<file path="config.mk">
export PLATFORM = sky130hd
export DESIGN_NAME = loadAlign
export DESIGN_NICKNAME = d
export VERILOG_FILES = /design/src/cachePkg.sv /design/src/loadAlign.sv
export SDC_FILE = /design/constraint.sdc
export NUM_CORES = 1
export LEC_CHECK = 0
export BUFFER_PORTS_ARGS = -buffer_cell sky130_fd_sc_hd__buf_2
export CAP_MARGIN = 0
export CORE_MARGIN = 3
export CORE_UTILIZATION = 44
export DETAILED_ROUTE_END_ITERATION = 10
export PLACE_DENSITY = 0.95
export SLEW_MARGIN = 20
export SYNTH_ARGS = -nofsm -noshare
export SYNTH_HDL_FRONTEND = slang
export SYNTH_SLANG_ARGS = --single-unit
</file>
<file path="constraint.sdc">
create_clock -name vclk -period 3.5
set_input_delay 0.7 -clock vclk [all_inputs]
set_output_delay 0.7 -clock vclk [all_outputs]
set_load 0.05 [all_outputs]
</file>
<file path="src/cachePkg.sv">
package cachePkg;

    // cache geometry
    localparam int numWays    = 2;
    localparam int numSets    = 16;
    localparam int setBits    = 4;
    localparam int offsetBits = 3;     // byte within a doubleword
    localparam int tagBits    = 57;

    // address split: tag | set | offset
    localparam int setLsb  = offsetBits;
    localparam int setMsb  = offsetBits + setBits - 1;
    localparam int tagLsb  = offsetBits + setBits;
    localparam int addrMsb = tagLsb + tagBits - 1;

    typedef logic [63:0]         addrT;
    typedef logic [63:0]         wordT;
    typedef logic [tagBits-1:0]  tagT;
    typedef logic [setBits-1:0]  setT;
    typedef logic [4:0]          memOpT;

    // operation fields, size sits in bits 1:0
    localparam int opStoreBit    = 4;
    localparam int opLoadBit     = 3;
    localparam int opUnsignedBit = 2;

    localparam logic [1:0] sizeByte = 2'b00;
    localparam logic [1:0] sizeHalf = 2'b01;
    localparam logic [1:0] sizeWord = 2'b10;

    typedef enum logic [1:0] {
        idle,
        reqHigh,    // request out, waiting for ack
        ackWait     // line written, waiting for ack to drop
    } refillStateT;

    // byte offset rounded down to the access size
    function automatic logic [offsetBits-1:0] alignOffset(input memOpT op,
                                                          input logic [offsetBits-1:0] offset);
        case (op[1:0])
            sizeByte: return offset;
            sizeHalf: return {offset[2:1], 1'b0};
            sizeWord: return {offset[2], 2'b00};
            default:  return '0;     // doubleword
        endcase
    endfunction

endpackage

</file>
<file path="src/loadAlign.sv">
`timescale 1ns/10ps

module loadAlign import cachePkg::*; (
    input  memOpT                  op,
    input  logic [offsetBits-1:0]  offset,
    input  wordT                   rawData,
    output wordT                   loadData
);

    wordT shifted;
    logic unsignedLoad;

    // field moved down to bit 0
    assign shifted      = rawData >> {alignOffset(op, offset), 3'b000};
    assign unsignedLoad = op[opUnsignedBit];

    always_comb begin
        case (op[1:0])
            sizeByte: begin
                loadData = unsignedLoad ? {56'b0, shifted[7:0]}
                                        : {{56{shifted[7]}}, shifted[7:0]};
            end
            sizeHalf: begin
                loadData = unsignedLoad ? {48'b0, shifted[15:0]}
                                        : {{48{shifted[15]}}, shifted[15:0]};
            end
            sizeWord: begin
                loadData = unsignedLoad ? {32'b0, shifted[31:0]}
                                        : {{32{shifted[31]}}, shifted[31:0]};
            end
            default: begin
                loadData = rawData;    // ld, nothing to extend
            end
        endcase
    end

endmodule

</file>
==> summary.md, run 1 <==
| Metric | Value |
|---|---|
| Status | `finished, violations left` |
| Failing checks | `negative setup slack` |
| Cells traversed along the worst timing path | `buf_2 > nor2b_4 > o21ai_1 > a2111o_1 > a2111oi_4 > buf_4 > a31oi_4 > buf_6 > a2bb2oi_2 > buf_4` |
| Max cap viols | `0` |
| Cell count after synthesis | `296` |
| Maximum resistive drop on vdd | `about 0.00015 V` |
| Number of warnings issued by yosys | `0` |
| Synthesized area | `1886 µm²` |
| Worst-Margin Slew | `0.4603 ns` |
| Slowest cell on the critical path | `sky130_fd_sc_hd__a2111o_1` |
| Estimated wirelength of the detail-placed design | `6524 µm` |
| Number of sequential cells in the layout | `0` |
| Area of all placed cells without fillers | `~3000 µm²` |
| Top cell by count, worst path | `sky130_fd_sc_hd__buf_4` |
| Total routed wirelength | `9044 µm` |
| Effective utilization at floorplan | `46.47%` |
| Router iterations before antenna repair | `6` |
| Leading area contributor after synthesis | `sky130_fd_sc_hd__mux2i_1` |
| Vert. Die Dim | `71.46 µm` |
| Least setup slack across all paths after layout | `-0.03749 ns` |
| Crit. End Element | `output pin` |
| Net count of the mapped netlist | `roughly 370` |
| Wire length of the first global-routing pass | `13130 µm` |
| RSZ-0062 raised after global routing | `yes` |
| Leak Pwr | `around 1.6 nW` |
| Class of the tightest hold or removal check | `in2out` |
| Final setup violation count | `1` |
| Total Routing Usage GR | `between 30 and 40%` |
| Proportion of netlist area held by the largest area contributor | `15.39%` |
| Cell count after placement | `480` |
| Total area of sequential cells | `0 µm²` |
| Count of pins on the block boundary | `136` |
| Core Footprint | `between 4000 and 5000 µm²` |
| Worst path top cell family by delay | `compound AO/OA/AOI/OAI gates` |
| Number of cells on the critical path | `10` |
| Fraction of the cycle the final worst path needs | `101.1%` |
| Congestion Overflow GR | `0` |
| Count of input and output buffers | `~130` |
| Antenna diodes | `0` |
| Setup Buffers After CTS | `0` |
| Highest fanout seen on the critical path | `6` |
| Max stage delay on crit path | `0.46 ns` |
| Routed Antenna Nets | `0` |
| Via count of the first global-routing pass | `roughly 2.8k` |
| Final standard cell count with taps included and fillers excluded | `480` |
| DIE AREA | `around 5100 µm²` |
| Total power per unit cell area | `~260 nW/µm²` |
| Final routed DRC violation total | `0` |
| Slew HR | `69.32%` |
| Number of buffer and inverter stages on the critical path | `4` |
| Seq/Total Area, Yosys | `0%` |
| Util after Layout | `73.79%` |
| Fraction of layout cells with a size suffix above 1 | `47.44%` |
| Synth top area cells | `sky130_fd_sc_hd__mux2i_1, sky130_fd_sc_hd__nand2_1, sky130_fd_sc_hd__a21oi_1` |
| CLK BUF | `0` |
| Via/cell ratio | `between 6 and 7` |
| Routed vias | `3032` |
| Launching element type of the critical path | `input pin` |
| Final hold vios | `0` |
| Layout-stage area growth over the synthesis result | `58.79%` |
| Worst setup path end | `loadData[23]` |
| Detailed router's first-iteration violation count | `between 200 and 250` |
| Class of the most critical setup path | `in2out` |
| Count of nets after finishing | `504` |
| Pin count of the biggest net entering global routing | `45` |
| Arrival time at the worst endpoint | `2.84 ns` |
| RePlAce Congestion | `1.090` |
| WL/cell | `between 15 and 20 µm` |
| Critical Path Start | `offset[0]` |
| Min Tclk post-route | `approximately 3.5 ns` |
| Die X-Extent | `71.46 µm` |
| Mean post-synth cell area | `roughly 6.4 µm²` |
| Antenna violations before repair | `0` |
| Req. time, crit path | `around 2.8 ns` |
| Achievable Freq | `0.2827 GHz` |
| Std cell rows | `23` |
| Area of placed instances | `2781 µm²` |
| Max Slew Vio Count | `0` |
| Number of library cell types mapped by synthesis | `42` |
[where the power goes]
group	internal, mW	switching (mW)
Combinational	0.252	0.534
Sequential	0	0
Clock	0	0
Total	0.252	0.534
[worst min-delay path by stage]
stage / slack [ns] / cells after the start / start / end
floorplan: 1.62 / 2 / rawData[1] / loadData[1]
global placement: 1.79 / 4 / rawData[0] / loadData[0]
detailed placement: 1.80 / 4 / rawData[4] / loadData[4]
CTS: 1.80 / 4 / rawData[4] / loadData[4]
global route: 1.81 / 4 / rawData[4] / loadData[4]
finish: 1.80 / 4 / rawData[4] / loadData[4]
[tightest hold or removal path, cell delays in order]
cell and delay, ns:
sky130_fd_sc_hd__buf_2 0.11, sky130_fd_sc_hd__nand2_1 0.04, sky130_fd_sc_hd__o21ai_1 0.05, sky130_fd_sc_hd__buf_2 0.20
[through the flow]
| step | hold WS [ns] | power (mW) | setup TNS [ns] | setup slack (ns) |
|---|---|---|---|---|
| after global routing | 1.809 | 0.8217 | -1.271 | -0.08239 |
| after CTS | 1.800 | 0.7273 | 0 | 0.003379 |
| final | 1.800 | 0.7867 | -0.03749 | -0.03749 |
| after global placement | 1.792 | 0.7108 | 0 | 0.05581 |
| after floorplan | 1.619 | 0.5185 | -3.105 | -0.3358 |
| after detailed placement | 1.799 | 0.7216 | -0.4189 | -0.09055 |
[routing by layer]
layer / track usage [%] / wire [µm] / vias up
li1: - / - / 1366
met1: 39.45 / 3298 / 1356
met2: 54.39 / 4279 / 258
met3: 3.366 / 1049 / 52
met4: 11.06 / 416 / 0
met5: 0 / 0 / -
[cell usage in the layout, fill, tap and decap left out, types with 2 or more instances in the layout]
cell / instances
sky130_fd_sc_hd__nand3_1: 7
sky130_fd_sc_hd__a21oi_1: 42
sky130_fd_sc_hd__clkinv_1: 2
sky130_fd_sc_hd__nand2b_1: 3
sky130_fd_sc_hd__buf_4: 40
sky130_fd_sc_hd__o21ai_2: 4
sky130_fd_sc_hd__buf_6: 14
sky130_fd_sc_hd__a31oi_1: 5
sky130_fd_sc_hd__a211o_1: 6
sky130_fd_sc_hd__o211ai_1: 6
sky130_fd_sc_hd__o22ai_1: 4
sky130_fd_sc_hd__maj3_1: 3
sky130_fd_sc_hd__a2bb2oi_2: 8
sky130_fd_sc_hd__a2111o_1: 2
sky130_fd_sc_hd__a21o_1: 2
sky130_fd_sc_hd__o22a_1: 2
sky130_fd_sc_hd__and3_1: 3
sky130_fd_sc_hd__inv_1: 3
sky130_fd_sc_hd__mux4_2: 9
sky130_fd_sc_hd__mux2i_1: 29
sky130_fd_sc_hd__nand2_2: 2
sky130_fd_sc_hd__o21bai_2: 5
sky130_fd_sc_hd__buf_2: 109
sky130_fd_sc_hd__o21ai_0: 10
sky130_fd_sc_hd__nand2_1: 63
sky130_fd_sc_hd__buf_12: 2
sky130_fd_sc_hd__o21ai_1: 6
sky130_fd_sc_hd__nor2_1: 17
[synthesized netlist by cell type, types with 2 or more instances]
cell type / instances
sky130_fd_sc_hd__a21oi_1: 43
sky130_fd_sc_hd__nor2_1: 17
sky130_fd_sc_hd__inv_1: 3
sky130_fd_sc_hd__o21ai_1: 2
sky130_fd_sc_hd__o21bai_1: 6
sky130_fd_sc_hd__buf_2: 12
sky130_fd_sc_hd__a211o_1: 6
sky130_fd_sc_hd__o22ai_1: 4
sky130_fd_sc_hd__a21o_1: 2
sky130_fd_sc_hd__clkinv_1: 2
sky130_fd_sc_hd__o211ai_1: 6
sky130_fd_sc_hd__a31oi_1: 5
sky130_fd_sc_hd__buf_1: 5
sky130_fd_sc_hd__mux2i_1: 29
sky130_fd_sc_hd__mux4_2: 9
sky130_fd_sc_hd__nand2b_1: 4
sky130_fd_sc_hd__o21ai_0: 18
sky130_fd_sc_hd__o22a_1: 2
sky130_fd_sc_hd__maj3_1: 3
sky130_fd_sc_hd__a2111o_1: 2
sky130_fd_sc_hd__nor2b_1: 2
sky130_fd_sc_hd__and3_1: 3
sky130_fd_sc_hd__nand3_1: 7
sky130_fd_sc_hd__a2bb2oi_1: 9
sky130_fd_sc_hd__nand2_1: 65
sky130_fd_sc_hd__clkbuf_1: 14
[layout make-up]
class	count	area (µm²)
well taps	50	62.56
inverters	5	18.77
fillers	321	1064
multi-input cells	259	1862
repair buffers	166	1051
[cells by family (layout without fill, tap and decap cells)]
group	after synthesis	count (layout)	synth area share [%]
compound gates	112	112	39.48
fa+ha+maj	3	3	1.593
buf+inv	37	171	8.361
mux	38	38	26.14
simple gates	106	106	24.42
[what timing repair did]
action | in CTS | in global routing
hold buffers | 0 | 0
pin swaps | 1 | 3
resized for setup | 6 | 71
endpoints found under the setup margin | 9 | 49
Note: power is estimated with default switching activity, not from simulation.
==> run 2, diff against run 1 <==
--- a/config.mk
+++ b/config.mk
@@ -5,12 +5,13 @@
 export SDC_FILE = /design/constraint.sdc
 export NUM_CORES = 1
 export LEC_CHECK = 0
+export ABC_CLOCK_PERIOD_IN_PS = 2900
 export BUFFER_PORTS_ARGS = -buffer_cell sky130_fd_sc_hd__buf_2
 export CAP_MARGIN = 0
 export CORE_MARGIN = 3
-export CORE_UTILIZATION = 44
+export CORE_UTILIZATION = 39
 export DETAILED_ROUTE_END_ITERATION = 10
-export PLACE_DENSITY = 0.95
+export PLACE_DENSITY = 0.85
 export SLEW_MARGIN = 20
 export SYNTH_ARGS = -nofsm -noshare
 export SYNTH_HDL_FRONTEND = slang
==> constraint.sdc (replaced) <==
create_clock -name vclk -period 2.9
set_input_delay 0.58 -clock vclk [all_inputs]
set_output_delay 0.58 -clock vclk [all_outputs]
set_load 0.05 [all_outputs]
==> run 2 against run 1 <==
Synthesized cell count unchanged; the flow now stops in clock tree synthesis (4_1_cts); synthesized area unchanged.
==> summary.md, run 2 <==
| Metric | Value |
|---|---|
| RePlAce Congestion | `0.9407` |
| Estimated wirelength of the detail-placed design | `about 7700 µm` |
| Synth top area cells | `sky130_fd_sc_hd__mux2i_1, sky130_fd_sc_hd__nand2_1, sky130_fd_sc_hd__a21oi_1` |
| Cell count after placement | `508` |
| Number of gates given a new drive strength after cts | `250` |
| Count of input and output buffers | `approximately 130` |
| Number of warnings issued by yosys | `0` |
| Mean post-synth cell area | `6.370 µm²` |
| Stopping stage | `clock tree synthesis (4_1_cts)` |
| Setup Buffers After CTS | `17` |
| Std cell rows | `24` |
| Die X-Extent | `around 76 µm` |
| Leading area contributor after synthesis | `sky130_fd_sc_hd__mux2i_1` |
| Effective utilization at floorplan | `a little over two fifths` |
| Number of library cell types mapped by synthesis | `42` |
| Status | `aborted with a tool error` |
| Halt Reason | `[ERROR DPL-0038] Utilization greater than 100%, impossible to legalize` |
| Synthesized area | `1886 µm²` |
| Commonest cells in the synthesized netlist | `sky130_fd_sc_hd__nand2_1, sky130_fd_sc_hd__a21oi_1, sky130_fd_sc_hd__mux2i_1` |
| Count of pins on the block boundary | `136` |
| Cell count after synthesis | `slightly below 300` |
| Net count of the mapped netlist | `368` |
| Seq/Total Area, Yosys | `0%` |
| Top-count cell post-synth | `sky130_fd_sc_hd__nand2_1` |
| Proportion of netlist area held by the largest area contributor | `~15%` |
| CTS Hold Bufs | `0` |
| Vert. Die Dim | `75.53 µm` |
run 2: cell counts after synthesis:
No cell type changed its count.
run 2: metrics by stage:
stage / setup WS [ns] / area (µm²) / TNS, ns / hold WS, ns
3_5_place_dp: -0.4324 / 3555 / -20.83 / 1.576
3_3_place_gp: -0.3935 / 3555 / -19.86 / 1.573
2_1_floorplan: -0.3531 / 2521 / -7.227 / 1.343
run 2: cell families after synthesis:
group / share of synthesized area [%]
AO/OA/AOI/OAI: 39.48
adder cells (fa/ha/maj): 1.593
buffers and inverters: 8.361
multiplexers: 26.14
AND/OR/NAND/NOR: 24.42
==> run 3, diff against run 2 <==
--- a/config.mk
+++ b/config.mk
@@ -5,13 +5,13 @@
 export SDC_FILE = /design/constraint.sdc
 export NUM_CORES = 1
 export LEC_CHECK = 0
-export ABC_CLOCK_PERIOD_IN_PS = 2900
+export ABC_CLOCK_PERIOD_IN_PS = 3800
 export BUFFER_PORTS_ARGS = -buffer_cell sky130_fd_sc_hd__buf_2
 export CAP_MARGIN = 0
 export CORE_MARGIN = 3
-export CORE_UTILIZATION = 39
+export CORE_UTILIZATION = 40
 export DETAILED_ROUTE_END_ITERATION = 10
-export PLACE_DENSITY = 0.85
+export PLACE_DENSITY_LB_ADDON = 0.15
 export SLEW_MARGIN = 20
 export SYNTH_ARGS = -nofsm -noshare
 export SYNTH_HDL_FRONTEND = slang
==> constraint.sdc (replaced) <==
create_clock -name vclk -period 3.8
set_input_delay 0.76 -clock vclk [all_inputs]
set_output_delay 0.76 -clock vclk [all_outputs]
set_load 0.05 [all_outputs]
==> run 3 against run 2 <==
The flow now finishes without violations.
==> summary.md, run 3 (synthesis results as in run 1) <==
| Metric | Value |
|---|---|
| Fraction of layout cells with a size suffix above 1 | `41.55%` |
| Final hold vios | `0` |
| Router iterations before antenna repair | `5` |
| Std cell rows | `24` |
| Congestion Overflow GR | `0` |
| Area of the multi-input gates | `around 1700 µm²` |
| CLK BUF | `0` |
| Crit. End Element | `output pin` |
| RSZ-0062 raised after global routing | `no` |
| Total routed wirelength | `8064 µm` |
| Estimated wirelength of the detail-placed design | `6267 µm` |
| Total power per unit cell area | `241.4 nW/µm²` |
| Status | `finished clean` |
| Wire length of the first global-routing pass | `12330 µm` |
| Number of stages on the worst hold path | `4` |
| Effective utilization at floorplan | `42.43%` |
| Total area of sequential cells | `0 µm²` |
| Leak Pwr | `1.527 nW` |
| Routed vias | `2772` |
| Detailed router's first-iteration violation count | `165` |
| RePlAce Congestion | `0.9257` |
| Final setup violation count | `0` |
| Routed Antenna Nets | `0` |
| Maximum resistive drop on vdd | `0.0001544 V` |
| Layout-stage area growth over the synthesis result | `44.53%` |
| Achievable Freq | `~0.27 GHz` |
| Final sum of negative setup slack | `0 ns` |
| Hold Startpoint | `rawData[5]` |
| Fraction of the cycle the final worst path needs | `96.80%` |
| Class of the most critical setup path | `in2out` |
| Max cap viols | `0` |
| Number of sequential cells in the layout | `0` |
| Pin count of the biggest net entering global routing | `45` |
| Util after Layout | `61.32%` |
| Most frequent cells in the layout | `sky130_fd_sc_hd__buf_2, sky130_fd_sc_hd__nand2_1, sky130_fd_sc_hd__a21oi_1` |
| Via/cell ratio | `approximately 5.8` |
| Setup Buffers After CTS | `0` |
| Final routed DRC violation total | `0` |
| Highest fanout seen on the critical path | `12` |
| Class of the tightest hold or removal check | `in2out` |
| Vert. Die Dim | `74.66 µm` |
| WL/cell | `16.87 µm` |
| Core Footprint | `about 4400 µm²` |
| DIE AREA | `5573 µm²` |
| Req. time, crit path | `3.04 ns` |
| Worst-Margin Slew | `0.4469 ns` |
| Worst slack on hold paths | `1.917 ns` |
| Via count of the first global-routing pass | `between 2k and 2.5k` |
| Commonest non-fill, non-tap cell in the layout | `sky130_fd_sc_hd__buf_2` |
| Count of input and output buffers | `134` |
| Slew HR | `70.13%` |
| Placement Setup Slack | `0.1162 ns` |
| Launching element type of the critical path | `input pin` |
| Max Slew Vio Count | `0` |
| Number of fill cells | `about 450` |
| Die X-Extent | `74.66 µm` |
| Count of nets after finishing | `500` |
| Least setup slack across all paths after layout | `0.1216 ns` |
| Endpoint, Worst Hold | `loadData[5]` |
| Antenna violations before repair | `0` |
| Count of pins on the block boundary | `136` |
| Min Tclk post-route | `3.678 ns` |
| Total Routing Usage GR | `27.75%` |
| Arrival time at the worst endpoint | `2.92 ns` |
| Antenna diodes | `0` |
[run 3: per-layer routing]
metal  vias up  track usage, %  part of all wire, %
met5         -               0                    0
met4         0           3.557                 0.55
met3         6           2.270                   10
met2       155           46.83                   48
met1      1250           39.76                   42
li1       1361               -                    -
[run 3: worst max-delay path, stage by stage]
cell and delay (ns):
sky130_fd_sc_hd__buf_2 0.13, sky130_fd_sc_hd__nor2b_1 0.16, sky130_fd_sc_hd__o21ai_0 0.12, sky130_fd_sc_hd__a2111o_1 0.50
sky130_fd_sc_hd__a2111oi_4 0.47, sky130_fd_sc_hd__a31oi_4 0.12, sky130_fd_sc_hd__buf_12 0.19, sky130_fd_sc_hd__a2bb2oi_1 0.15
sky130_fd_sc_hd__buf_2 0.29
[run 3: worst max-delay path by stage]
| stage | slack [ns] | cells past startpoint | from | to |
|---|---|---|---|---|
| after floorplan | -0.16 | 8 | offset[1] | loadData[16] |
| after global placement | 0.17 | 8 | offset[0] | loadData[9] |
| after detailed placement | 0.12 | 10 | op[0] | loadData[61] |
| after CTS | 0.11 | 10 | op[0] | loadData[37] |
| after global routing | 0.01 | 9 | offset[0] | loadData[37] |
| final | 0.12 | 9 | offset[0] | loadData[22] |
[run 3: power by group]
| group | leakage, nW | internal [mW] | switching (mW) | total, mW |
|---|---|---|---|---|
| logic | 1.53 | 0.192 | 0.465 | 0.658 |
| registers | 0 | 0 | 0 | 0 |
| clock network | 0 | 0 | 0 | 0 |
[run 3: per-stage QoR]
stage / power (mW) / std cells / cell area (µm²)
6_report: 0.6577 / 478 / 2725
5_1_grt: 0.6955 / 478 / 2725
4_1_cts: 0.6574 / 478 / 2724
3_5_place_dp: 0.6557 / 478 / 2724
3_3_place_gp: 0.6515 / 478 / 2724
2_1_floorplan: 0.4710 / 296 / 1886
[run 3: repair_timing]
action	4_1_cts	5_1_grt
endpoints found under the setup margin	0	22
hold buffers	0	0
resized for setup	0	1
[run 3: cell type report]
type                       instances  share of cell area, %
timing repair buffer             162                  33.24
inverter                           5                 0.6887
tap                               52                  2.388
multi-input combinational        259                  63.68
