[config.mk]
export PLATFORM = sky130hd
export DESIGN_NAME = refillControl
export DESIGN_NICKNAME = d
export VERILOG_FILES = /design/src/cachePkg.sv /design/src/refillControl.sv
export SDC_FILE = /design/constraint.sdc
export NUM_CORES = 1
export LEC_CHECK = 0
export BUFFER_PORTS_ARGS = -buffer_cell sky130_fd_sc_hd__buf_2
export CAP_MARGIN = 20
export CORE_AREA = 8 8 150 152
export CTS_CLUSTER_SIZE = 12
export DETAILED_ROUTE_END_ITERATION = 10
export DIE_AREA = 0 0 158 160
export PLACE_DENSITY = 0.57
export SLEW_MARGIN = 20
export SYNTH_ARGS = -nofsm -noshare
export SYNTH_HDL_FRONTEND = slang
export SYNTH_SLANG_ARGS = --single-unit
[constraint.sdc]
create_clock -name clk -period 11.8 [get_ports clk]
set_clock_uncertainty 0.15 [all_clocks]
set_input_delay 1.77 -clock clk [delete_from_list [all_inputs] [get_ports clk]]
set_output_delay 1.77 -clock clk [all_outputs]
set_load 0.05 [all_outputs]
[src/cachePkg.sv]
package cachePkg;

    // cache geometry
    localparam int numWays    = 2;
    localparam int numSets    = 16;
    localparam int setBits    = 4;
    localparam int offsetBits = 3;     // byte within a doubleword
    localparam int tagBits    = 57;

    // address split: tag | set | offset
    localparam int setLsb  = offsetBits;
    localparam int setMsb  = offsetBits + setBits - 1;
    localparam int tagLsb  = offsetBits + setBits;
    localparam int addrMsb = tagLsb + tagBits - 1;

    typedef logic [63:0]         addrT;
    typedef logic [63:0]         wordT;
    typedef logic [tagBits-1:0]  tagT;
    typedef logic [setBits-1:0]  setT;
    typedef logic [4:0]          memOpT;

    // operation fields, size sits in bits 1:0
    localparam int opStoreBit    = 4;
    localparam int opLoadBit     = 3;
    localparam int opUnsignedBit = 2;

    localparam logic [1:0] sizeByte = 2'b00;
    localparam logic [1:0] sizeHalf = 2'b01;
    localparam logic [1:0] sizeWord = 2'b10;

    typedef enum logic [1:0] {
        idle,
        reqHigh,    // request out, waiting for ack
        ackWait     // line written, waiting for ack to drop
    } refillStateT;

    // byte offset rounded down to the access size
    function automatic logic [offsetBits-1:0] alignOffset(input memOpT op,
                                                          input logic [offsetBits-1:0] offset);
        case (op[1:0])
            sizeByte: return offset;
            sizeHalf: return {offset[2:1], 1'b0};
            sizeWord: return {offset[2], 2'b00};
            default:  return '0;     // doubleword
        endcase
    endfunction

endpackage

[src/refillControl.sv]
`timescale 1ns/10ps

module refillControl import cachePkg::*; (
    input  logic  clk,
    input  logic  arstN,
    input  logic  enable,
    input  memOpT op1,
    input  memOpT op2,
    input  addrT  addr1,
    input  addrT  addr2,
    input  logic  hit1,
    input  logic  hit2,
    input  logic  victimWay1,
    input  logic  victimWay2,
    input  logic  refillAck,
    input  wordT  refillData,
    output logic  stall,
    output logic  refillReq,
    output addrT  refillAddr,
    output logic  fillEn,
    output addrT  fillAddr,
    output logic  fillWay,
    output wordT  fillData
);

    refillStateT state;
    addrT        lineAddr;
    logic        lineWay;
    logic        miss1;
    logic        miss2;

    assign miss1 = enable && (op1[opLoadBit] || op1[opStoreBit]) && !hit1;
    assign miss2 = enable && (op2[opLoadBit] || op2[opStoreBit]) && !hit2;

    // held until the handshake is back in idle
    assign stall = enable && (miss1 || miss2 || (state != idle));

    assign refillReq  = (state == reqHigh);
    assign refillAddr = lineAddr;
    assign fillEn     = refillReq && refillAck;    // one cycle, ack seen
    assign fillAddr   = lineAddr;
    assign fillWay    = lineWay;
    assign fillData   = refillData;

    always_ff @(posedge clk or negedge arstN) begin
        if (!arstN) begin
            state <= idle;
        end else begin
            case (state)
                idle: begin
                    if (miss1 || miss2) begin
                        state <= reqHigh;
                    end
                end
                reqHigh: begin
                    if (refillAck) begin
                        state <= ackWait;
                    end
                end
                ackWait: begin
                    if (!refillAck) begin
                        state <= idle;
                    end
                end
                default: state <= idle;
            endcase
        end
    end

    // lane 1 is serviced first
    always_ff @(posedge clk) begin
        if (state == idle) begin
            if (miss1) begin
                lineAddr <= {addr1[addrMsb:setLsb], {offsetBits{1'b0}}};
                lineWay  <= victimWay1;
            end else if (miss2) begin
                lineAddr <= {addr2[addrMsb:setLsb], {offsetBits{1'b0}}};
                lineWay  <= victimWay2;
            end
        end
    end

endmodule

==> results of run 1 <==
layout make-up:
class / instances / area (um2)
fillers: 2115 / 15100
flip-flops and latches: 64 / 1910
multi-input cells: 81 / 1040
clock buffers: 10 / 229
clock inverters: 6 / 68.8
repair buffers: 261 / 1310
well taps: 270 / 338
inverters: 1 / 3.75
power breakdown:
part	switching [mW]	internal, mW	total (mW)
logic	0.292	0.0884	0.381
clock network	0.109	0.165	0.274
registers	0.0177	0.299	0.316
total	0.419	0.552	0.971
metrics by stage:
step / power, mW / instances / utilization, % / instance area (um2) / setup WS (ps)
6_report: 0.971 / 693 / 24.5 / 4900 / 7110
3_5_place_dp: 0.709 / 677 / 23.0 / 4610 / 7070
4_1_cts: 0.994 / 693 / 24.5 / 4900 / 7070
2_1_floorplan: 0.715 / 284 / - / 4060 / 4330
5_1_grt: 1.01 / 693 / 24.5 / 4900 / 7020
3_3_place_gp: 0.707 / 677 / 23.0 / 4610 / 7080
critical path: cells and delay by family:
| family | cells | cell delay (ps) |
|---|---|---|
| buf+inv | 3 | 420 |
| compound gates | 2 | 580 |
cell families after synthesis:
kind of cell	count (synthesis)	synth area share [%]
buf+inv	139	27.7
compound gates	5	0.959
simple gates	8	1.18
mux	62	22.8
other cells	1	0.0927
flops	64	47.3
path summary, 6_finish.rpt:
path | end | slack, ps | cells after the start
setup / recovery | stall | 7110 | 5
hold / removal | state[0]$_DFFE_PN0P_ | 440 | 2
setup reg to reg | fillAddr[4]$_DFFE_PP_ | 9920 | 2
hold reg to reg | state[0]$_DFFE_PN0P_ | 440 | 2
max in group asynchronous | state[1]$_DFFE_PN0P_ | 10350 | 1
min in group asynchronous | state[0]$_DFFE_PN0P_ | 1050 | 1
state kept, by name, summed over array words and instances, names as in the netlist:
signal	count
fillAddr	61
state	2
fillWay	1
layout by cell type (no fill, tap or decap):
| master | n |
|---|---|
| or2b_1 | 1 |
| nor3b_2 | 1 |
| inv_6 | 1 |
| a21oi_1 | 1 |
| dfrtp_1 | 2 |
| clkbuf_16 | 9 |
| mux2_2 | 2 |
| clkinv_2 | 1 |
| edfxtp_1 | 62 |
| mux2_4 | 60 |
| buf_2 | 259 |
| clkbuf_1 | 1 |
| clkinv_4 | 2 |
| inv_1 | 1 |
| o32ai_1 | 1 |
| clkinvlp_4 | 1 |
| o21a_1 | 2 |
| buf_4 | 2 |
| conb_1 | 6 |
| bufinv_16 | 1 |
| and2_1 | 1 |
| nor2b_1 | 2 |
| o31a_2 | 1 |
| or3_4 | 1 |
| nor2_1 | 2 |
metal layers:
| layer | wire length [um] | vias up | share of wire, % | global-route usage [%] |
|---|---|---|---|---|
| met5 | 0 | - | 0 | 0 |
| met4 | 360 | 0 | 3.3 | 4.97 |
| met3 | 1410 | 45 | 13 | 2.65 |
| met2 | 5490 | 159 | 50 | 14.2 |
| met1 | 3700 | 1065 | 34 | 7.75 |
| li1 | - | 1109 | - | - |
==> qor.csv, run 1 <==
metric,value,unit
Initial Util,20.2,%
initial antenna violation count,1,
HP Class,register to register,
final hold violations,0,
worst hold slack,444,ps
# diodes,0,
post-layout min period,4690,ps
Setup crit end kind,primary output,
hold_buf cts,0,
crit path max fanout,3,
Highest Clock Rate,0.213,GHz
area share of the largest cell type after synthesis,46.0,%
Area contributors post-synth,"edfxtp_1 (46%), buf_4 (24%), mux2_4 (22%)",
Post-synth EDFFs,62,
Routability Congestion,0.652,
Slew @ Worst Pin,903,ps
insertion delay to the later sink of the worst-skew pair,330,ps
Setup Viol. Count Final,0,
die area,25300,um2
top_reg_cell synth,edfxtp_1,
Most common cell on crit path,buf_2,
pin count of the biggest net entering global routing,63,
H-tree levels,3,
CTS Root Cell,clkbuf_16,
yosys warns,0,
most frequent cell after synthesis,buf_4,
pwr dens,198,nW/um2
Post-CTS Setup Bufs,0,
Syn-to-layout area delta,21.3,%
"FFs w/ async S/R, synth",3.13,%
"Gates resized, CTS repair",0,
Wirelength per Cell,15.8,um
area of the core,20000,um2
via/cell ratio,3.43,
layout net count,628,
"Seq/Total Area, Yosys",47.3,%
Max Root-Sink Buffers,2,
Syn Inst Count,279,
clock slew at reported path FFs,70,ps
Crit. Startpoint,enable,
vias in the first global route,2430,
status,completed,
CP max stage delay,390,ps
worst-path cell chain,"buf_2, inv_1, o32ai_1, o31a_2, buf_2",
max_cap viols,0,
RSZ-0062 raised after global routing,no,
Total GRT Usage,7.98,%
startpoint types,input port,
slew margin rel.,39.8,%
leakage power,2.39,nW
row cnt,52,
CP Class,input port to primary output,
layout cells sized above 1,80.6,%
die width,158,um
Clock Sink Count,64,
largest area contributor in the synthesized netlist,edfxtp_1,
Iteration-0 DRC Markers,101,
vias,2378,
CP Data Arrival Time,2770,ps
Final Max Slew Viols,0,
Yosys reg bits,64,
total global routing overflow,0,
I/O Buffers,259,
R2R Path Start,state[0]$_DFFE_PN0P_,
Post-DRT Antenna Nets,0,
Hold Startpoint,state[1]$_DFFE_PN0P_,
I/O Pins,406,
"Req. time, crit path",9880,ps
"Avg Cell Area, Syn",14.5,um2
"Cell Area, Synth",4040,um2
TritonRoute pass-1 iters,4,
Routed WL,11.0,mm
TNS Setup,0,ps
Die Y-Extent,160,um
post-synthesis cell type count,19,
Synth top cells by count,"buf_4 (131), edfxtp_1 (62), mux2_4 (60)",
CTS tree,built,
Max rail drop VDD,0.0000692,V
first-pass GRT wire length,14.9,mm
CTS Buf Count,9,
DRC Markers,0,
Tcrit/Tclk final,39.8,%
slowest CP cell,o32ai_1,
Note: power is estimated with default switching activity, not from simulation.
==> run 2: changes to the inputs <==
--- a/config.mk
+++ b/config.mk
@@ -7,11 +7,11 @@
 export LEC_CHECK = 0
 export BUFFER_PORTS_ARGS = -buffer_cell sky130_fd_sc_hd__buf_2
 export CAP_MARGIN = 20
-export CORE_AREA = 8 8 150 152
+export CORE_AREA = 8 8 152 154
 export CTS_CLUSTER_SIZE = 12
 export DETAILED_ROUTE_END_ITERATION = 10
-export DIE_AREA = 0 0 158 160
-export PLACE_DENSITY = 0.57
+export DIE_AREA = 0 0 160 162
+export PLACE_DENSITY = 0.56
 export SLEW_MARGIN = 20
 export SYNTH_ARGS = -nofsm -noshare
 export SYNTH_HDL_FRONTEND = slang
==> constraint.sdc (replaced) <==
create_clock -name clk -period 4.5 [get_ports clk]
set_clock_uncertainty 0.15 [all_clocks]
set_input_delay 0.675 -clock clk [delete_from_list [all_inputs] [get_ports clk]]
set_output_delay 0.675 -clock clk [all_outputs]
set_load 0.05 [all_outputs]
==> qor.csv, run 2 (synthesized netlist as in run 1, its figures left out) <==
metric,value,unit,change
Routed WL,11.6,mm,was 11.0 mm
worst hold slack,440,ps,was 444 ps
Highest Clock Rate,0.398,GHz,
CTS Buf Count,9,,unchanged
vias in the first global route,2832,,was 2430
Place WS,1570,ps,was 7070 ps
Initial Util,19.5,%,was 20.2%
initial antenna violation count,0,,was 1
Iteration-0 DRC Markers,84,,was 101
Die Y-Extent,162,um,was 160 um
I/O Pins,406,,unchanged
DP Cell Count,683,,was 677
Max Root-Sink Buffers,2,,unchanged
Syn-to-layout area delta,22.0,%,was 21.3%
Post-CTS Setup Bufs,0,,unchanged
Tcrit/Tclk final,55.8,%,
"Gates resized, CTS repair",0,,unchanged
post-layout min period,2510,ps,
I/O Buffers,259,,unchanged
total global routing overflow,0,,unchanged
"Req. time, crit path",3670,ps,was 9880 ps
Setup Viol. Count Final,0,,unchanged
startpoint types,input port,,unchanged
die width,160,um,was 158 um
crit path max fanout,3,,unchanged
HP Class,input port to register,,was register to register
max_cap viols,0,,unchanged
Fillers,2212,,was 2115
first-pass GRT wire length,16.9,mm,was 14.9 mm
die area,25900,um2,was 25300 um2
DRC Markers,0,,unchanged
area of the core,20700,um2,was 20000 um2
via/cell ratio,3.50,,was 3.43
row cnt,53,,was 52
CP Data Arrival Time,1690,ps,was 2770 ps
# diodes,0,,unchanged
DP HPWL,9.49,mm,
"most common cell after layout, fill and taps aside",buf_2,,unchanged
CTS Root Cell,clkbuf_16,,unchanged
TNS Setup,0,ps,unchanged
"non-filler cells, final",700,,was 693
H-tree levels,3,,unchanged
utilization after layout,23.8,%,was 24.5%
Final Max Slew Viols,0,,unchanged
pin count of the biggest net entering global routing,38,,was 63
CTS tree,built,,unchanged
status,completed,,unchanged
Slew @ Worst Pin,709,ps,was 903 ps
CP Class,input port to primary output,,unchanged
RSZ-0062 raised after global routing,no,,unchanged
layout net count,630,,was 628
vias,2448,,was 2378
hold_buf cts,1,,was 0
slew margin rel.,52.7,%,was 39.8%
TritonRoute pass-1 iters,4,,unchanged
Clock Sink Count,64,,unchanged
layout cells sized above 1,80.5,%,was 80.6%
insertion delay to the later sink of the worst-skew pair,330,ps,about the same
fin worst setup slack,1990,ps,was 7110 ps
final hold violations,0,,unchanged
pwr dens,518,nW/um2,was 198 nW/um2
"commonest non-fill, non-tap cells in the layout","buf_2 (259), edfxtp_1 (62), mux2_4 (60)",,unchanged
Wirelength per Cell,16.5,um,was 15.8 um
Post-DRT Antenna Nets,0,,unchanged
Total GRT Usage,8.52,%,was 7.98%
max reg flops,61,,unchanged
Max rail drop VDD,0.000218,V,was 0.0000692 V
Routability Congestion,0.712,,was 0.652
clock slew at reported path FFs,60,ps,was 70 ps
leakage power,2.39,nW,about the same
Setup crit end kind,primary output,,unchanged
-- run 2: cell count changes in the layout (fill, tap and decap cells not counted), sizes merged --
| cell | delta |
|---|---|
| dlygate4sd3 | +1 |
| buf | +1 |
| clkinvlp | +1 |
| clkbuf | -1 |
-- run 2: per-layer routing --
layer  wire length (um)  track usage, %  vias up  share of wire, %
met5                  0               0        -                 0
met4                191            3.87        0               1.6
met3               1210            4.76       18                10
met2               5910            14.1      180                51
met1               4270            8.70     1135                37
li1                   -               -     1115                 -
-- run 2: layout make-up --
cell class                      count  area, um2  area share, %
Clock buffer                        9        225           4.57
Inverter                            1       3.75         0.0761
Clock inverter                      7       71.3           1.45
Timing Repair Buffer              263       1330           26.9
Multi-Input combinational cell     81       1050           21.3
Sequential cell                    64       1910           38.8
Tap cell                          275        344           6.97
-- run 2: where the power goes --
part	total, mW	internal, mW	leakage (nW)	switching, mW
combinational	1.00	0.236	1.65	0.769
sequential	0.841	0.782	0.599	0.0590
clock	0.709	0.429	0.139	0.281
-- run 2: worst max-delay path, cell delays in order --
cell     delay (ps)
buf_2           100
inv_1            50
o32ai_1         420
o31a_2          190
buf_2           260
-- run 2: through the flow --
step / area (um2) / power (mW)
after floorplan: 4070 / 1.87
after global placement: 4630 / 1.87
after detailed placement: 4630 / 1.87
after CTS: 4930 / 2.62
after global routing: 4930 / 2.67
final: 4930 / 2.56
-- run 2: worst paths after layout --
kind                                       from                      to  slack (ps)  depth (start not counted)
setup / recovery                         enable                   stall        1990                          5
hold / removal                        refillAck    state[1]$_DFFE_PN0P_         440                          2
setup reg to reg           state[0]$_DFFE_PN0P_  fillAddr[47]$_DFFE_PP_        2830                          2
hold reg to reg            state[1]$_DFFE_PN0P_    state[0]$_DFFE_PN0P_         490                          2
max in group asynchronous                 arstN    state[1]$_DFFE_PN0P_        3590                          2
min in group asynchronous                 arstN    state[0]$_DFFE_PN0P_         510                          2
==> run 3: changes to the inputs <==
--- a/config.mk
+++ b/config.mk
@@ -5,13 +5,14 @@
 export SDC_FILE = /design/constraint.sdc
 export NUM_CORES = 1
 export LEC_CHECK = 0
+export ABC_AREA = 1
 export BUFFER_PORTS_ARGS = -buffer_cell sky130_fd_sc_hd__buf_2
 export CAP_MARGIN = 20
-export CORE_AREA = 8 8 152 154
+export CORE_AREA = 8 8 150 152
 export CTS_CLUSTER_SIZE = 12
 export DETAILED_ROUTE_END_ITERATION = 10
-export DIE_AREA = 0 0 160 162
-export PLACE_DENSITY = 0.56
+export DIE_AREA = 0 0 158 160
+export PLACE_DENSITY = 0.59
 export SLEW_MARGIN = 20
 export SYNTH_ARGS = -nofsm -noshare
 export SYNTH_HDL_FRONTEND = slang
==> constraint.sdc (replaced) <==
create_clock -name clk -period 2.16 [get_ports clk]
set_clock_uncertainty 0.15 [all_clocks]
set_input_delay 0.324 -clock clk [delete_from_list [all_inputs] [get_ports clk]]
set_output_delay 0.324 -clock clk [all_outputs]
set_load 0.05 [all_outputs]
==> qor.csv, run 3 <==
metric,value,unit,change
CP Class,register to primary output,,was input port to primary output
CP Data Arrival Time,1310,ps,was 1690 ps
H-tree levels,3,,unchanged
layout net count,769,,was 630
Total GRT Usage,10.0,%,was 8.52%
grt met1 use,10.3,%,was 8.70%
insertion delay to the later sink of the worst-skew pair,330,ps,about the same
via/cell ratio,3.82,,was 3.50
die area,25300,um2,was 25900 um2
Iteration-0 DRC Markers,142,,was 84
Reg power frac,35.4,%,was 32.9%
leakage power,2.44,nW,was 2.39 nW
RSZ-0062 raised after global routing,no,,unchanged
Initial Util,19.6,%,was 19.5%
worst-path cell chain,"inv_1, nor3_1, buf_2",,"was buf_2, inv_1, o32ai_1, o31a_2, buf_2"
pin count of the biggest net entering global routing,63,,was 38
Setup crit end kind,primary output,,unchanged
CTS Buf Count,9,,unchanged
Routed WL,13.5,mm,was 11.6 mm
final hold violations,0,,unchanged
CP max stage delay,390,ps,was 420 ps
met3 Track Usage GR,3.35,%,was 4.76%
clock share of power,28.6,%,was 27.8%
crit path max fanout,4,,was 3
Combinational Power Share,36.0,%,was 39.3%
"Gates resized, CTS repair",0,,unchanged
Sw Ratio,42.2,%,was 43.4%
max reg flops,61,,unchanged
I/O Pins,406,,unchanged
Layout Cell Area excl Fill,4850,um2,was 4930 um2
top_reg_cell synth,edfxtp_1,,unchanged
area share of the largest cell type after synthesis,47.4,%,was 46.0%
Syn-to-layout area delta,23.5,%,was 22.0%
first-pass GRT wire length,19.0,mm,was 16.9 mm
Psw,1.96,mW,was 1.11 mW
CTS tree,built,,unchanged
Tcrit/Tclk final,82.6,%,
Routability Congestion,0.744,,was 0.712
Syn Inst Count,426,,was 279
CTS Root Cell,clkbuf_16,,unchanged
Yosys reg bits,64,,unchanged
"Seq/Total Area, Yosys",48.6,%,was 47.3%
Fillers,2210,,was 2212
die width,158,um,was 160 um
Post-synth EDFFs,62,,unchanged
startpoint types,register,,was input port
Highest Clock Rate,0.560,GHz,
layout cells sized above 1,50.9,%,was 80.5%
vias,3187,,was 2448
Post-CTS Setup Bufs,0,,unchanged
multi-input logic area,912,um2,was 1050 um2
largest area contributor in the synthesized netlist,edfxtp_1,,unchanged
"Avg Cell Area, Syn",9.23,um2,was 14.5 um2
Die Y-Extent,160,um,was 162 um
Setup Viol. Count Final,0,,unchanged
met2 Use GR,17.6,%,was 14.1%
"Cell Area, Synth",3930,um2,was 4040 um2
DP HPWL,10.5,mm,was 9.49 mm
Post-DRT Antenna Nets,0,,unchanged
Max rail drop VDD,0.000339,V,was 0.000218 V
Max Root-Sink Buffers,2,,unchanged
DRC Markers,0,,unchanged
"Req. time, crit path",1690,ps,was 3670 ps
Storage cell area,1910,um2,unchanged
vias in the first global route,3258,,was 2832
# diodes,0,,unchanged
Synth top cells by count,"buf_4 (131), nand2_1 (131), nand3_1 (63)",,"was buf_4 (131), edfxtp_1 (62), mux2_4 (60)"
"FFs w/ async S/R, synth",3.13,%,unchanged
post-synthesis cell type count,17,,was 19
initial antenna violation count,0,,unchanged
TritonRoute pass-1 iters,4,,unchanged
Area contributors post-synth,"edfxtp_1 (47%), buf_4 (25%), nand2_1 (13%)",,"was edfxtp_1 (46%), buf_4 (24%), mux2_4 (22%)"
slowest CP cell,dfrtp_1,,was o32ai_1
area of the core,20000,um2,was 20700 um2
TNS Setup,0,ps,unchanged
pwr dens,957,nW/um2,was 518 nW/um2
internal power,2.68,mW,was 1.45 mW
"most common cell after layout, fill and taps aside",buf_2,,unchanged
row cnt,52,,was 53
total global routing overflow,0,,unchanged
Clock Sink Count,64,,unchanged
post-layout min period,1790,ps,
yosys warns,0,,unchanged
HP Class,input port to register,,unchanged
Wirelength per Cell,16.2,um,was 16.5 um
I/O Buffers,259,,unchanged
status,completed,,unchanged
Post-DP Area,4580,um2,was 4630 um2
max_cap viols,0,,unchanged
busiest grt layer,met2,,unchanged
Final Max Slew Viols,0,,unchanged
"commonest non-fill, non-tap cells in the layout","buf_2 (259), nand2_1 (129), nand3_1 (63)",,"was buf_2 (259), edfxtp_1 (62), mux2_4 (60)"
clock slew at reported path FFs,60,ps,about the same
[run 3: layout make-up]
cell class                 instances  area share, %
tap                              270           6.96
timing repair buffer             266           28.6
inverter                           9          0.773
clock inverter                     6          0.748
clock buffer                      10           4.72
sequential                        64           39.4
multi-input combinational        209           18.8
[run 3: kinds of logic (layout without fill, tap and decap cells)]
group | count (synthesis) | count (layout) | synth area share (%)
other | 1 | 6 | 0.0954
AOI/OAI and AO/OA | 2 | 2 | 0.254
buffers and inverters | 158 | 291 | 29.1
and+or+nand+nor | 201 | 201 | 21.9
DFF | 64 | 64 | 48.6
[run 3: path summary, 6_finish.rpt]
path | start | endpoint | slack (ps) | cells after the start
max | state[0]$_DFFE_PN0P_ | fillEn | 370 | 3
min | refillAck | state[1]$_DFFE_PN0P_ | 80 | 3
max reg2reg | state[1]$_DFFE_PN0P_ | fillAddr[39]$_DFFE_PP_ | 660 | 4
min reg2reg | state[0]$_DFFE_PN0P_ | state[1]$_DFFE_PN0P_ | 350 | 1
max in group asynchronous | arstN | state[0]$_DFFE_PN0P_ | 1600 | 2
min in group asynchronous | arstN | state[1]$_DFFE_PN0P_ | 160 | 2
[run 3: worst max-delay path, delay by kind of cell, from the launching register on]
family / cells / cell delay, ps
flip-flops: 1 / 390
AND/OR/NAND/NOR: 1 / 220
buffers and inverters: 2 / 380
[run 3: power groups by stage]
stage          Sequential [mW]  Combinational (mW)  Clock (mW)
3_5_place_dp              1.67                1.69           0
5_1_grt                   1.66                1.75        1.43
2_1_floorplan             2.12                1.24           0
6_report                  1.64                1.67        1.33
4_1_cts                   1.65                1.70        1.41
3_3_place_gp              1.67                1.69           0
[run 3: layer usage]
metal	share of wire, %	vias to the layer above
met2	49	205
met5	0	-
met1	36	1423
met3	11	41
met4	3.5	0
li1	-	1518
[run 3: timing repair]
| action | in CTS | in global routing |
|---|---|---|
| endpoints found under the hold margin | 2 | 0 |
| hold buffers | 1 | 0 |
| setup endpoints to repair | 0 | 0 |
[run 3: stage by stage]
step | utilization [%] | total power [mW] | cells | worst slack (ps) | hold WS (ps)
3_5_place_dp | 22.8 | 3.36 | 817 | 328 | -38.8
2_1_floorplan | - | 3.36 | 431 | 13.6 | -122
3_3_place_gp | 22.8 | 3.35 | 817 | 343 | -39.1
5_1_grt | 24.2 | 4.85 | 834 | 271 | 93.8
6_report | 24.2 | 4.64 | 834 | 375 | 82.3
4_1_cts | 24.2 | 4.75 | 834 | 282 | 61.7
